`src/logic/ntt_pp_pkg.sv`:
```
// NTT post-processing shared types and constants
package ntt_pp_pkg;

  // ------------------------------------------------------------
  // Operation applied to one beat
  // ------------------------------------------------------------
  typedef enum logic [1:0] {
    PP_PASS     = 2'd0, // Regular stage, data unchanged
    PP_TWD_MULT = 2'd1, // Backward last stage, final twiddle
    PP_BSK_MAC  = 2'd2  // Forward last stage, key multiply-accumulate
  } pp_op_e;

  // ------------------------------------------------------------
  // Timing and widths
  // ------------------------------------------------------------
  // Input avail to lane result
  localparam int PP_LAT = 4;

  // Batch identifier
  localparam int PBS_ID_W = 4;

endpackage
```
`src/logic/pp_beat_if.sv`:
```
// Beat framing and operation handed from control to output router
`timescale 1ns/1ps

interface pp_beat_if;

  logic                            sob;
  logic                            eob;
  logic                            sol;
  logic                            eol;
  logic                            sos;
  logic                            eos;
  logic [ntt_pp_pkg::PBS_ID_W-1:0] pbs_id;
  ntt_pp_pkg::pp_op_e              op;
  // Lane results are valid with this strobe
  logic                            avail;

  modport ctrl (
    output sob, eob, sol, eol, sos, eos, pbs_id, op, avail
  );

  modport route (
    input sob, eob, sol, eol, sos, eos, pbs_id, op, avail
  );

endinterface

```
`src/logic/ntt_pp_top.sv`:
```
// NTT butterfly output post-processing: pass, final twiddle and key matrix product
`timescale 1ns/1ps

module ntt_pp_top #(
  parameter int              OP_W    = 16,
  parameter logic [OP_W-1:0] MOD_NTT = OP_W'(65521),
  parameter int              PSI     = 2,
  parameter int              R       = 2
) (
  input  logic                            clk,
  input  logic                            rst,
  // ------------------------------------------------------------
  // Butterfly core output
  // ------------------------------------------------------------
  input  logic [PSI*R-1:0][OP_W-1:0]      in_data,
  input  logic                            in_avail,
  input  logic                            sob,
  input  logic                            eob,
  input  logic                            sol,
  input  logic                            eol,
  input  logic                            sos,
  input  logic                            eos,
  input  logic                            ntt_bwd,
  input  logic                            last_stg,
  input  logic [ntt_pp_pkg::PBS_ID_W-1:0] pbs_id,
  // Factors
  input  logic [PSI*R-1:0][OP_W-1:0]      twd,
  input  logic [PSI*R-1:0]                twd_vld,
  output logic [PSI*R-1:0]                twd_rdy,
  input  logic [PSI*R-1:0][OP_W-1:0]      bsk,
  input  logic [PSI*R-1:0]                bsk_vld,
  output logic [PSI*R-1:0]                bsk_rdy,
  // ------------------------------------------------------------
  // Output streams
  // ------------------------------------------------------------
  output logic [PSI*R-1:0][OP_W-1:0]      pp_rsntw_data,
  output logic                            pp_rsntw_sob,
  output logic                            pp_rsntw_eob,
  output logic                            pp_rsntw_sol,
  output logic                            pp_rsntw_eol,
  output logic                            pp_rsntw_sos,
  output logic                            pp_rsntw_eos,
  output logic [ntt_pp_pkg::PBS_ID_W-1:0] pp_rsntw_pbs_id,
  output logic                            pp_rsntw_avail,
  output logic [PSI*R-1:0][OP_W-1:0]      pp_lsntw_fwd_data,
  output logic                            pp_lsntw_fwd_sob,
  output logic                            pp_lsntw_fwd_eob,
  output logic                            pp_lsntw_fwd_sol,
  output logic                            pp_lsntw_fwd_eol,
  output logic                            pp_lsntw_fwd_sos,
  output logic                            pp_lsntw_fwd_eos,
  output logic [ntt_pp_pkg::PBS_ID_W-1:0] pp_lsntw_fwd_pbs_id,
  output logic                            pp_lsntw_fwd_avail,
  output logic [PSI*R-1:0][OP_W-1:0]      pp_lsntw_bwd_data,
  output logic                            pp_lsntw_bwd_sob,
  output logic                            pp_lsntw_bwd_eob,
  output logic                            pp_lsntw_bwd_sol,
  output logic                            pp_lsntw_bwd_eol,
  output logic                            pp_lsntw_bwd_sos,
  output logic                            pp_lsntw_bwd_eos,
  output logic [ntt_pp_pkg::PBS_ID_W-1:0] pp_lsntw_bwd_pbs_id,
  output logic                            pp_lsntw_bwd_avail,
  output logic                            pp_error
);

  ntt_pp_pkg::pp_op_e         lane_op;
  logic [PSI*R-1:0]           twd_ok;
  logic [PSI*R-1:0]           bsk_ok;
  logic [PSI*R-1:0][OP_W-1:0] lane_result;

  pp_beat_if beat_if ();

  pp_ctrl #(
    .PSI (PSI),
    .R   (R)
  ) ctrl_inst (
    .clk      (clk),
    .rst      (rst),
    .in_avail (in_avail),
    .sob      (sob),
    .eob      (eob),
    .sol      (sol),
    .eol      (eol),
    .sos      (sos),
    .eos      (eos),
    .ntt_bwd  (ntt_bwd),
    .last_stg (last_stg),
    .pbs_id   (pbs_id),
    .twd_vld  (twd_vld),
    .bsk_vld  (bsk_vld),
    .twd_rdy  (twd_rdy),
    .bsk_rdy  (bsk_rdy),
    .lane_op  (lane_op),
    .twd_ok   (twd_ok),
    .bsk_ok   (bsk_ok),
    .pp_error (pp_error),
    .beat     (beat_if.ctrl)
  );

  // One lane per coefficient of the beat
  for (genvar l = 0; l < PSI * R; l++) begin : lane_gen
    pp_lane #(
      .OP_W    (OP_W),
      .MOD_NTT (MOD_NTT)
    ) lane_inst (
      .clk      (clk),
      .rst      (rst),
      .data     (in_data[l]),
      .twd      (twd[l]),
      .bsk      (bsk[l]),
      .op       (lane_op),
      .in_avail (in_avail),
      .sol      (sol),
      .eol      (eol),
      .twd_ok   (twd_ok[l]),
      .bsk_ok   (bsk_ok[l]),
      .result   (lane_result[l])
    );
  end

  pp_route #(
    .OP_W (OP_W),
    .PSI  (PSI),
    .R    (R)
  ) route_inst (
    .clk         (clk),
    .rst         (rst),
    .beat        (beat_if.route),
    .lane_result (lane_result),
    .rs_data     (pp_rsntw_data),
    .rs_sob      (pp_rsntw_sob),
    .rs_eob      (pp_rsntw_eob),
    .rs_sol      (pp_rsntw_sol),
    .rs_eol      (pp_rsntw_eol),
    .rs_sos      (pp_rsntw_sos),
    .rs_eos      (pp_rsntw_eos),
    .rs_pbs_id   (pp_rsntw_pbs_id),
    .rs_avail    (pp_rsntw_avail),
    .fwd_data    (pp_lsntw_fwd_data),
    .fwd_sob     (pp_lsntw_fwd_sob),
    .fwd_eob     (pp_lsntw_fwd_eob),
    .fwd_sol     (pp_lsntw_fwd_sol),
    .fwd_eol     (pp_lsntw_fwd_eol),
    .fwd_sos     (pp_lsntw_fwd_sos),
    .fwd_eos     (pp_lsntw_fwd_eos),
    .fwd_pbs_id  (pp_lsntw_fwd_pbs_id),
    .fwd_avail   (pp_lsntw_fwd_avail),
    .bwd_data    (pp_lsntw_bwd_data),
    .bwd_sob     (pp_lsntw_bwd_sob),
    .bwd_eob     (pp_lsntw_bwd_eob),
    .bwd_sol     (pp_lsntw_bwd_sol),
    .bwd_eol     (pp_lsntw_bwd_eol),
    .bwd_sos     (pp_lsntw_bwd_sos),
    .bwd_eos     (pp_lsntw_bwd_eos),
    .bwd_pbs_id  (pp_lsntw_bwd_pbs_id),
    .bwd_avail   (pp_lsntw_bwd_avail)
  );

endmodule

```
`src/logic/pp_route.sv`:
```
// Output router registering lane results onto regular, forward and backward streams
`timescale 1ns/1ps

module pp_route #(
  parameter int OP_W = 16,
  parameter int PSI  = 2,
  parameter int R    = 2
) (
  input  logic                              clk,
  input  logic                              rst,
  pp_beat_if.route                          beat,
  input  logic [PSI*R-1:0][OP_W-1:0]        lane_result,
  // Regular stage
  output logic [PSI*R-1:0][OP_W-1:0]        rs_data,
  output logic                              rs_sob,
  output logic                              rs_eob,
  output logic                              rs_sol,
  output logic                              rs_eol,
  output logic                              rs_sos,
  output logic                              rs_eos,
  output logic [ntt_pp_pkg::PBS_ID_W-1:0]   rs_pbs_id,
  output logic                              rs_avail,
  // Forward last stage
  output logic [PSI*R-1:0][OP_W-1:0]        fwd_data,
  output logic                              fwd_sob,
  output logic                              fwd_eob,
  output logic                              fwd_sol,
  output logic                              fwd_eol,
  output logic                              fwd_sos,
  output logic                              fwd_eos,
  output logic [ntt_pp_pkg::PBS_ID_W-1:0]   fwd_pbs_id,
  output logic                              fwd_avail,
  // Backward last stage
  output logic [PSI*R-1:0][OP_W-1:0]        bwd_data,
  output logic                              bwd_sob,
  output logic                              bwd_eob,
  output logic                              bwd_sol,
  output logic                              bwd_eol,
  output logic                              bwd_sos,
  output logic                              bwd_eos,
  output logic [ntt_pp_pkg::PBS_ID_W-1:0]   bwd_pbs_id,
  output logic                              bwd_avail
);

  localparam int FR_W = 6 + ntt_pp_pkg::PBS_ID_W;

  // Destination index 0 regular, 1 forward, 2 backward
  logic [2:0]                 dst_hit;
  logic [2:0]                 dst_avail;
  logic [FR_W-1:0]            beat_frame;
  logic [FR_W-1:0]            dst_frame [3];
  logic [PSI*R-1:0][OP_W-1:0] dst_data  [3];

  assign beat_frame = {beat.sob, beat.eob, beat.sol, beat.eol, beat.sos, beat.eos, beat.pbs_id};

  assign dst_hit[0] = beat.avail && beat.op == ntt_pp_pkg::PP_PASS;
  // Key beats leave only once the batch sum is complete
  assign dst_hit[1] = beat.avail && beat.op == ntt_pp_pkg::PP_BSK_MAC && beat.eol;
  assign dst_hit[2] = beat.avail && beat.op == ntt_pp_pkg::PP_TWD_MULT;

  always_ff @(posedge clk) begin
    if (rst) begin
      dst_avail <= '0;
    end else begin
      dst_avail <= dst_hit;
    end
  end

  // Each destination holds its last data and framing
  always_ff @(posedge clk) begin
    for (int d = 0; d < 3; d++) begin
      if (dst_hit[d]) begin
        dst_data[d]  <= lane_result;
        dst_frame[d] <= beat_frame;
      end
    end
  end

  assign rs_data  = dst_data[0];
  assign fwd_data = dst_data[1];
  assign bwd_data = dst_data[2];
  assign {rs_sob, rs_eob, rs_sol, rs_eol, rs_sos, rs_eos, rs_pbs_id} = dst_frame[0];
  assign {fwd_sob, fwd_eob, fwd_sol, fwd_eol, fwd_sos, fwd_eos, fwd_pbs_id} = dst_frame[1];
  assign {bwd_sob, bwd_eob, bwd_sol, bwd_eol, bwd_sos, bwd_eos, bwd_pbs_id} = dst_frame[2];
  assign {bwd_avail, fwd_avail, rs_avail} = dst_avail;

  a_one_dst: assert property (@(posedge clk) disable iff (rst)
    $onehot0({rs_avail, fwd_avail, bwd_avail}));

endmodule

```
`src/logic/pp_ctrl.sv`:
```
// Beat control: op decode, factor handshake, error check and framing delay
`timescale 1ns/1ps

module pp_ctrl #(
  parameter int PSI = 2,
  parameter int R   = 2
) (
  input  logic                            clk,
  input  logic                            rst,
  input  logic                            in_avail,
  input  logic                            sob,
  input  logic                            eob,
  input  logic                            sol,
  input  logic                            eol,
  input  logic                            sos,
  input  logic                            eos,
  input  logic                            ntt_bwd,
  input  logic                            last_stg,
  input  logic [ntt_pp_pkg::PBS_ID_W-1:0] pbs_id,
  input  logic [PSI*R-1:0]                twd_vld,
  input  logic [PSI*R-1:0]                bsk_vld,
  output logic [PSI*R-1:0]                twd_rdy,
  output logic [PSI*R-1:0]                bsk_rdy,
  output ntt_pp_pkg::pp_op_e              lane_op,
  output logic [PSI*R-1:0]                twd_ok,
  output logic [PSI*R-1:0]                bsk_ok,
  output logic                            pp_error,
  pp_beat_if.ctrl                         beat
);

  localparam int N    = PSI * R;
  localparam int DL   = ntt_pp_pkg::PP_LAT;
  // Strobes, pbs_id and op
  localparam int FR_W = 6 + ntt_pp_pkg::PBS_ID_W + 2;

  logic                      missing;
  logic                      err_q;
  logic [DL-1:0]             avail_dl;
  logic [DL-1:0][FR_W-1:0]   frame_dl;
  logic [1:0]                op_bits;

  // ------------------------------------------------------------
  // Op decode and factor handshake
  // ------------------------------------------------------------
  always_comb begin
    if (!last_stg) begin
      lane_op = ntt_pp_pkg::PP_PASS;
    end else if (ntt_bwd) begin
      lane_op = ntt_pp_pkg::PP_TWD_MULT;
    end else begin
      lane_op = ntt_pp_pkg::PP_BSK_MAC;
    end
  end

  assign twd_rdy = {N{in_avail && lane_op == ntt_pp_pkg::PP_TWD_MULT}};
  assign bsk_rdy = {N{in_avail && lane_op == ntt_pp_pkg::PP_BSK_MAC}};

  // Factor actually transferred on this beat
  assign twd_ok  = twd_rdy & twd_vld;
  assign bsk_ok  = bsk_rdy & bsk_vld;
  assign missing = |(twd_rdy & ~twd_vld) || |(bsk_rdy & ~bsk_vld);

  // Error lines up with the registered product
  always_ff @(posedge clk) begin
    if (rst) begin
      err_q    <= 1'b0;
      pp_error <= 1'b0;
    end else begin
      err_q    <= missing;
      pp_error <= err_q;
    end
  end

  // ------------------------------------------------------------
  // Framing delay line
  // ------------------------------------------------------------
  always_ff @(posedge clk) begin
    if (rst) begin
      avail_dl <= '0;
    end else begin
      avail_dl <= {avail_dl[DL-2:0], in_avail};
    end
  end

  always_ff @(posedge clk) begin
    frame_dl <= {frame_dl[DL-2:0], {sob, eob, sol, eol, sos, eos, pbs_id, lane_op}};
  end

  assign {beat.sob, beat.eob, beat.sol, beat.eol, beat.sos, beat.eos,
          beat.pbs_id, op_bits} = frame_dl[DL-1];
  assign beat.op    = ntt_pp_pkg::pp_op_e'(op_bits);
  assign beat.avail = avail_dl[DL-1];

  a_no_avail_in_rst: assert property (@(posedge clk) rst |-> !in_avail);

  // A factor offered and not yet taken stays offered
  a_twd_held: assert property (@(posedge clk) disable iff (rst)
    |(twd_vld & ~twd_rdy) |=> &(twd_vld | ~$past(twd_vld & ~twd_rdy)));

  a_bsk_held: assert property (@(posedge clk) disable iff (rst)
    |(bsk_vld & ~bsk_rdy) |=> &(bsk_vld | ~$past(bsk_vld & ~bsk_rdy)));

endmodule

```
`src/logic/pp_lane.sv`:
```
// One coefficient lane: pass, twiddle multiply or key multiply-accumulate
`timescale 1ns/1ps

module pp_lane #(
  parameter int              OP_W    = 16,
  parameter logic [OP_W-1:0] MOD_NTT = OP_W'(65521)
) (
  input  logic               clk,
  input  logic               rst,
  input  logic [OP_W-1:0]    data,
  input  logic [OP_W-1:0]    twd,
  input  logic [OP_W-1:0]    bsk,
  input  ntt_pp_pkg::pp_op_e op,
  input  logic               in_avail,
  input  logic               sol,
  input  logic               eol,
  input  logic               twd_ok,
  input  logic               bsk_ok,
  output logic [OP_W-1:0]    result
);

  // Side pipe matches input register plus multiplier stages
  localparam int SR_D = ntt_pp_pkg::PP_LAT - 1;

  logic [OP_W-1:0]    fac;
  logic [OP_W-1:0]    data_q;
  logic [OP_W-1:0]    fac_q;
  logic [OP_W-1:0]    prod;
  logic [OP_W-1:0]    acc_q;
  logic [OP_W-1:0]    acc_next;
  logic [OP_W:0]      acc_sum;
  logic [SR_D-1:0]    avail_sr;
  logic [SR_D-1:0]    sol_sr;
  logic [SR_D-1:0]    eol_sr;
  ntt_pp_pkg::pp_op_e op_sr [SR_D];

  // Multiplier operand, a missing factor reads as zero
  always_comb begin
    case (op)
      ntt_pp_pkg::PP_TWD_MULT: fac = twd_ok ? twd : '0;
      ntt_pp_pkg::PP_BSK_MAC:  fac = bsk_ok ? bsk : '0;
      // Coefficients arrive already reduced below MOD_NTT
      default:                 fac = OP_W'(1);
    endcase
  end

  always_ff @(posedge clk) begin
    data_q <= data;
    fac_q  <= fac;
    sol_sr <= {sol_sr[SR_D-2:0], sol};
    eol_sr <= {eol_sr[SR_D-2:0], eol};
    op_sr[0] <= op;
    for (int i = 1; i < SR_D; i++) begin
      op_sr[i] <= op_sr[i-1];
    end
  end

  always_ff @(posedge clk) begin
    if (rst) begin
      avail_sr <= '0;
    end else begin
      avail_sr <= {avail_sr[SR_D-2:0], in_avail};
    end
  end

  pp_mod_mult #(
    .OP_W    (OP_W),
    .MOD_NTT (MOD_NTT)
  ) mult_inst (
    .clk (clk),
    .rst (rst),
    .a   (data_q),
    .b   (fac_q),
    .p   (prod)
  );

  // ------------------------------------------------------------
  // Accumulate over the levels of a batch
  // ------------------------------------------------------------
  always_comb begin
    acc_sum = {1'b0, acc_q} + {1'b0, prod};
    if (sol_sr[SR_D-1]) begin
      acc_next = prod;
    end else if (acc_sum >= {1'b0, MOD_NTT}) begin
      acc_next = OP_W'(acc_sum - {1'b0, MOD_NTT});
    end else begin
      acc_next = acc_sum[OP_W-1:0];
    end
  end

  // Cleared after eol so a batch without sol still starts at zero
  always_ff @(posedge clk) begin
    if (rst) begin
      acc_q <= '0;
    end else if (avail_sr[SR_D-1] && op_sr[SR_D-1] == ntt_pp_pkg::PP_BSK_MAC) begin
      acc_q <= eol_sr[SR_D-1] ? '0 : acc_next;
    end
  end

  always_ff @(posedge clk) begin
    if (avail_sr[SR_D-1]) begin
      result <= (op_sr[SR_D-1] == ntt_pp_pkg::PP_BSK_MAC) ? acc_next : prod;
    end
  end

endmodule

```
`src/logic/pp_mod_mult.sv`:
```
// Two-stage pipelined multiplier reducing the product modulo MOD_NTT
`timescale 1ns/1ps

module pp_mod_mult #(
  parameter int              OP_W    = 16,
  parameter logic [OP_W-1:0] MOD_NTT = OP_W'(65521)
) (
  input  logic            clk,
  input  logic            rst,
  input  logic [OP_W-1:0] a,
  input  logic [OP_W-1:0] b,
  output logic [OP_W-1:0] p
);

  logic [2*OP_W-1:0] prod_q;
  logic [2*OP_W-1:0] rem;

  // Remainder of a double-width product by a constant modulus
  assign rem = prod_q % {{OP_W{1'b0}}, MOD_NTT};

  // Stage 1, full product
  always_ff @(posedge clk) begin
    if (rst) begin
      prod_q <= '0;
    end else begin
      prod_q <= a * b;
    end
  end

  // Stage 2, reduction
  always_ff @(posedge clk) begin
    if (rst) begin
      p <= '0;
    end else begin
      p <= rem[OP_W-1:0];
    end
  end

endmodule

```
`config.mk`:
```
export PLATFORM = sky130hd
export DESIGN_NAME = ntt_pp_top
export DESIGN_NICKNAME = d
export VERILOG_FILES = /design/src/logic/ntt_pp_pkg.sv /design/src/logic/pp_beat_if.sv /design/src/logic/ntt_pp_top.sv /design/src/logic/pp_route.sv /design/src/logic/pp_ctrl.sv /design/src/logic/pp_lane.sv /design/src/logic/pp_mod_mult.sv
export SDC_FILE = /design/constraint.sdc
export NUM_CORES = 2
export LEC_CHECK = 0
export BUFFER_PORTS_ARGS = -buffer_cell sky130_fd_sc_hd__buf_4
export CELL_PAD_IN_SITES_DETAIL_PLACEMENT = 2
export CELL_PAD_IN_SITES_GLOBAL_PLACEMENT = 2
export CORE_MARGIN = 2
export CORE_UTILIZATION = 43
export CTS_BUF_LIST = sky130_fd_sc_hd__clkbuf_8
export CTS_CLUSTER_SIZE = 12
export DETAILED_ROUTE_END_ITERATION = 10
export GPL_TIMING_DRIVEN = 1
export PLACE_DENSITY_LB_ADDON = 0.1
export SYNTH_ARGS = -nofsm -noshare
export SYNTH_HDL_FRONTEND = slang
export SYNTH_SLANG_ARGS = --single-unit
```
`constraint.sdc`:
```
create_clock -name clk -period 36.5 [get_ports clk]
set_clock_uncertainty 0.15 [all_clocks]
set_input_delay 7.3 -clock clk [delete_from_list [all_inputs] [get_ports clk]]
set_output_delay 7.3 -clock clk [all_outputs]
set_load 0.005 [all_outputs]
```
==> impl_metrics.tcl, run 1 <==
set metrics [dict create \
    synthTopCellsByArea "fa_1 (17%), dfxtp_1 (9.4%), edfxtp_1 (9.1%)" \
    syn-cell-area_um2 94200 \
    synth_top_family_by_area "adder cells" \
    synthSimpleGateAreaFrac 0.224 \
    synth-compound-area-share 0.204 \
    synth_fa_ha_area_frac 0.235 \
    rows 171 \
    yosys-top-cells-count "nand2_1 (1296), inv_1 (1109), fa_1 (780), nor2_1 (769), a21oi_1 (508)" \
    synthMuxAreaShare 0.0233 \
    synth_xor_area_frac 0.0625 \
    synth_top_area_frac 0.166 \
    synth.avg_cell_area_um2 8.40 \
    dieHeight_um 472 \
    synth_fp_nets 12700 \
    error "[ERROR DPL-0033] detailed placement checks failed during check placement." \
    synth_top_flop_cell "dfxtp_1" \
    yosysSeqAreaShare 0.185 \
    synth_edf_count 286 \
    synthArstFlopShare 0 \
    start_util 0.433 \
    synth.distinct_cells 171 \
    netlist_instances 11200 \
    yosysMostFrequentCell "nand2_1" \
    die_width_um 472 \
    place_congestion 0.898 \
    portBuffers 448 \
    synth_area_leader_cell "fa_1" \
    dp_hpwl_um 295000 \
    io_pins 449 \
    status "did not finish" \
    yosysWarnings 0 \
    stop_stage "detailed placement (3_5_place_dp)" \
    ys_ff_latch 727 \
]
-- per-stage QoR --
stage / setup slack (ns) / cell area, um2 / hold WS [ns] / cells
3_3_place_gp: 14.98 / 99600 / 0.160 / 14100
2_1_floorplan: 19.23 / 94200 / 0.160 / 11200
-- cells by family after synthesis --
group / count (synthesis)
buffers and inverters: 1570
AO/OA/AOI/OAI: 2599
XOR/XNOR: 664
multiplexers: 204
adder cells (fa/ha/maj): 1305
flip-flops: 727
AND/OR/NAND/NOR: 4137
==> run 2, diff against run 1 <==
--- a/config.mk
+++ b/config.mk
@@ -6,15 +6,11 @@
 export NUM_CORES = 2
 export LEC_CHECK = 0
 export BUFFER_PORTS_ARGS = -buffer_cell sky130_fd_sc_hd__buf_4
-export CELL_PAD_IN_SITES_DETAIL_PLACEMENT = 2
-export CELL_PAD_IN_SITES_GLOBAL_PLACEMENT = 2
 export CORE_MARGIN = 2
-export CORE_UTILIZATION = 43
-export CTS_BUF_LIST = sky130_fd_sc_hd__clkbuf_8
-export CTS_CLUSTER_SIZE = 12
+export CORE_UTILIZATION = 40
 export DETAILED_ROUTE_END_ITERATION = 10
 export GPL_TIMING_DRIVEN = 1
-export PLACE_DENSITY_LB_ADDON = 0.1
+export PLACE_DENSITY_LB_ADDON = 0.15
 export SYNTH_ARGS = -nofsm -noshare
 export SYNTH_HDL_FRONTEND = slang
 export SYNTH_SLANG_ARGS = --single-unit
==> run 2 against run 1 <==
Compared with the run above: the run now ends clean; synthesized area unchanged; synthesized cell count stayed put.
==> impl_metrics.tcl, run 2 <==
set metrics [dict create \
    min_path_type "reg2reg" \
    synth_top_flop_cell "dfxtp_1" \
    nets 12800 \
    r2r-end "lane_gen[1].lane_inst.mult_inst.p[9]" \
    reg2reg_from "lane_gen[1].lane_inst.mult_inst.prod_q[31]" \
    crit_required_ns 36.96 \
    yosys-top-cells-count "nand2_1 (1296), inv_1 (1109), fa_1 (780), nor2_1 (769), a21oi_1 (508)" \
    slew_viol_final 0 \
    finalHoldViolCount 0 \
    clk_pin_slew_worst_paths_ns 0.06 \
    synth_edf_count 286 \
    fmax_ghz 0.0442 \
    rows 178 \
    io_pins 449 \
    htree_levels 3 \
    dieArea_um2 239000 \
    synthTopCellsByArea "fa_1 (17%), dfxtp_1 (9.4%), edfxtp_1 (9.1%)" \
    status "finished, final reports clean" \
    critPathTopFamily "compound AO/OA/AOI/OAI gates" \
    drc 0 \
    synth_top_area_frac 0.166 \
    crit_path_frequent_cell "xnor2_1" \
    cp_slowest_cell "a211oi_1" \
    root_buffer "clkbuf_16" \
    vias 84300 \
    powerDensity_nw_per_um2 51.9 \
    via_per_inst 5.79 \
    fillCellCount 23400 \
    ys_ff_latch 727 \
    worst_slack_ns 13.86 \
    slew-limit-headroom 0.233 \
    p_leak_nw 43.0 \
    dp_slack_ns 14.45 \
    drv_cap 0 \
    yosysWarnings 0 \
    dp_hpwl_um 232000 \
    cts_hold_buf 0 \
    synth_area_leader_cell "fa_1" \
    worst_pin_slew_ns 1.14 \
    synthMuxAreaShare 0.0233 \
    grt_use_total 0.242 \
    start_kind "flip-flop" \
    netlist_instances 11200 \
    yosysMostFrequentCell "nand2_1" \
    synth.distinct_cells 171 \
    largest_reg_flops 192 \
    synth_fp_nets 12700 \
    yosysSeqAreaShare 0.185 \
    cts_made_buffers 89 \
    synth_top_family_by_area "adder cells" \
    grt_pass1_wl_um 470000 \
    whs_path_depth 0 \
    synth_xor_area_frac 0.0625 \
    setup-tns-final_ns 0 \
    arrival_ns 23.10 \
    drt_iter0_drc 6238 \
    worstPathMaxFanout 18 \
    ff2ff_path_depth 58 \
    grt_setup_unrepaired "no" \
    cpPeakStageDelay_ns 0.83 \
    clock_latency_ns 0.78 \
    grt_pass1_vias 83100 \
    reg2reg_slack_ns 13.86 \
    finalCritPeriodShare 0.620 \
    grt_overflow 0 \
    place_congestion 0.922 \
    post_cts_buffers 0 \
    cts_sinks 727 \
    mostFrequentLayoutCells "nand2_1 (1296), inv_1 (1109), fa_1 (780), nor2_1 (766), a21oi_1 (508)" \
    layout_commonest_cell "nand2_1" \
    final_antenna_net_count 0 \
    min_period_ns 22.64 \
    die_width_um 489 \
    synthSimpleGateAreaFrac 0.224 \
    critPathBufInv 2 \
    synthArstFlopShare 0 \
    critical_path_class "reg2reg" \
    post_cts_resized 0 \
    firstDrtPassIters 7 \
    syn-cell-area_um2 94200 \
    clockBufferDepth 3 \
    syn_to_final_growth_pct 9.49 \
    holdCritStartpoint "ctrl_inst.frame_dl[30]" \
    antenna_found_initial 8 \
    largest-register "route_inst.dst_data" \
    reg_top3 "route_inst.dst_data x192, lane_gen.lane_inst.mult_inst.prod_q x128" \
    p_total_mw 5.35 \
    dieHeight_um 489 \
    cts_tree "done" \
    core-area_um2 235000 \
    portBuffers 448 \
    final_layout_size_suffix_gt1_frac 0.0975 \
    setup_violations 0 \
    synth.avg_cell_area_um2 8.40 \
    synth_fa_ha_area_frac 0.235 \
    start_util 0.401 \
    synth-compound-area-share 0.204 \
    wl_per_cell_um 20.3 \
    whs_endpoint "ctrl_inst.beat.eos" \
    vdd_drop_max_uv 40.9 \
    end_kind "flip-flop" \
    wirelength_um 295000 \
    grt_max_degree 107 \
]
[run 2: kinds of logic after synthesis]
family	Yosys count
and+or+nand+nor	4137
adders and majority gates	1305
buffers and inverters	1570
DFF	727
xor gates and xnor gates	664
muxes	204
AOI/OAI and AO/OA	2599
[run 2: how the worst max path moves through the flow]
stage / startpoint / to / cells after the start
after floorplan: lane_gen[1].lane_inst.mult_inst.prod_q[29] / lane_gen[1].lane_inst.mult_inst.p[9] / 67
after global placement: lane_gen[1].lane_inst.mult_inst.prod_q[31] / lane_gen[1].lane_inst.mult_inst.p[9] / 58
after detailed placement: lane_gen[1].lane_inst.mult_inst.prod_q[31] / lane_gen[1].lane_inst.mult_inst.p[9] / 58
after CTS: lane_gen[1].lane_inst.mult_inst.prod_q[31] / lane_gen[1].lane_inst.mult_inst.p[9] / 58
after global routing: lane_gen[1].lane_inst.mult_inst.prod_q[31] / lane_gen[1].lane_inst.mult_inst.p[9] / 58
final: lane_gen[1].lane_inst.mult_inst.prod_q[31] / lane_gen[1].lane_inst.mult_inst.p[9] / 58
[run 2: metrics by stage]
| step | utilization | instances | hold slack, ns | instance area (um2) |
|---|---|---|---|---|
| floorplan | - | 11200 | 0.160 | 94200 |
| global placement | 0.426 | 14400 | 0.160 | 99900 |
| detailed placement | 0.426 | 14400 | 0.162 | 99900 |
| CTS | 0.439 | 14600 | 0.175 | 103000 |
| global route | 0.439 | 14600 | 0.176 | 103000 |
| finish | 0.439 | 14600 | 0.174 | 103000 |
[run 2: worst reg2reg max path: cells and delay by family (launching register included)]
family | cells | cell delay (ns)
DFF | 1 | 0.63
muxes | 1 | 0.39
AOI/OAI and AO/OA | 28 | 10.68
xor gates and xnor gates | 7 | 2.59
adders and majority gates | 2 | 0.55
and+or+nand+nor | 18 | 7.06
buffers and inverters | 2 | 0.37
[run 2: per-layer routing]
metal  vias to the layer above  GRT usage  part of all wire
li1                      40000          -                 -
met3                       349     0.0289             0.054
met5                         -          0           0.00019
met2                      2465      0.406              0.47
met1                     41500      0.333              0.46
met4                         8     0.0564             0.022
[run 2: cell type report]
cell class | instances | area, um2 | area share
diodes | 1 | 2.50 | 0.0000243
clock buffers | 109 | 2390 | 0.0231
clock inverters | 58 | 821 | 0.00796
inverters | 1110 | 4170 | 0.0404
multi-input cells | 8909 | 70600 | 0.684
flip-flops and latches | 727 | 17400 | 0.169
well taps | 3150 | 3940 | 0.0382
repair buffers | 508 | 3820 | 0.0371
[run 2: power breakdown]
group	internal [mW]	leakage [nW]	total [mW]	switching [mW]
Sequential	0.920	6.23	1.07	0.148
Clock	0.573	1.56	0.974	0.401
Combinational	1.16	35.2	3.31	2.15
Note: power is estimated with default switching activity, not from simulation.
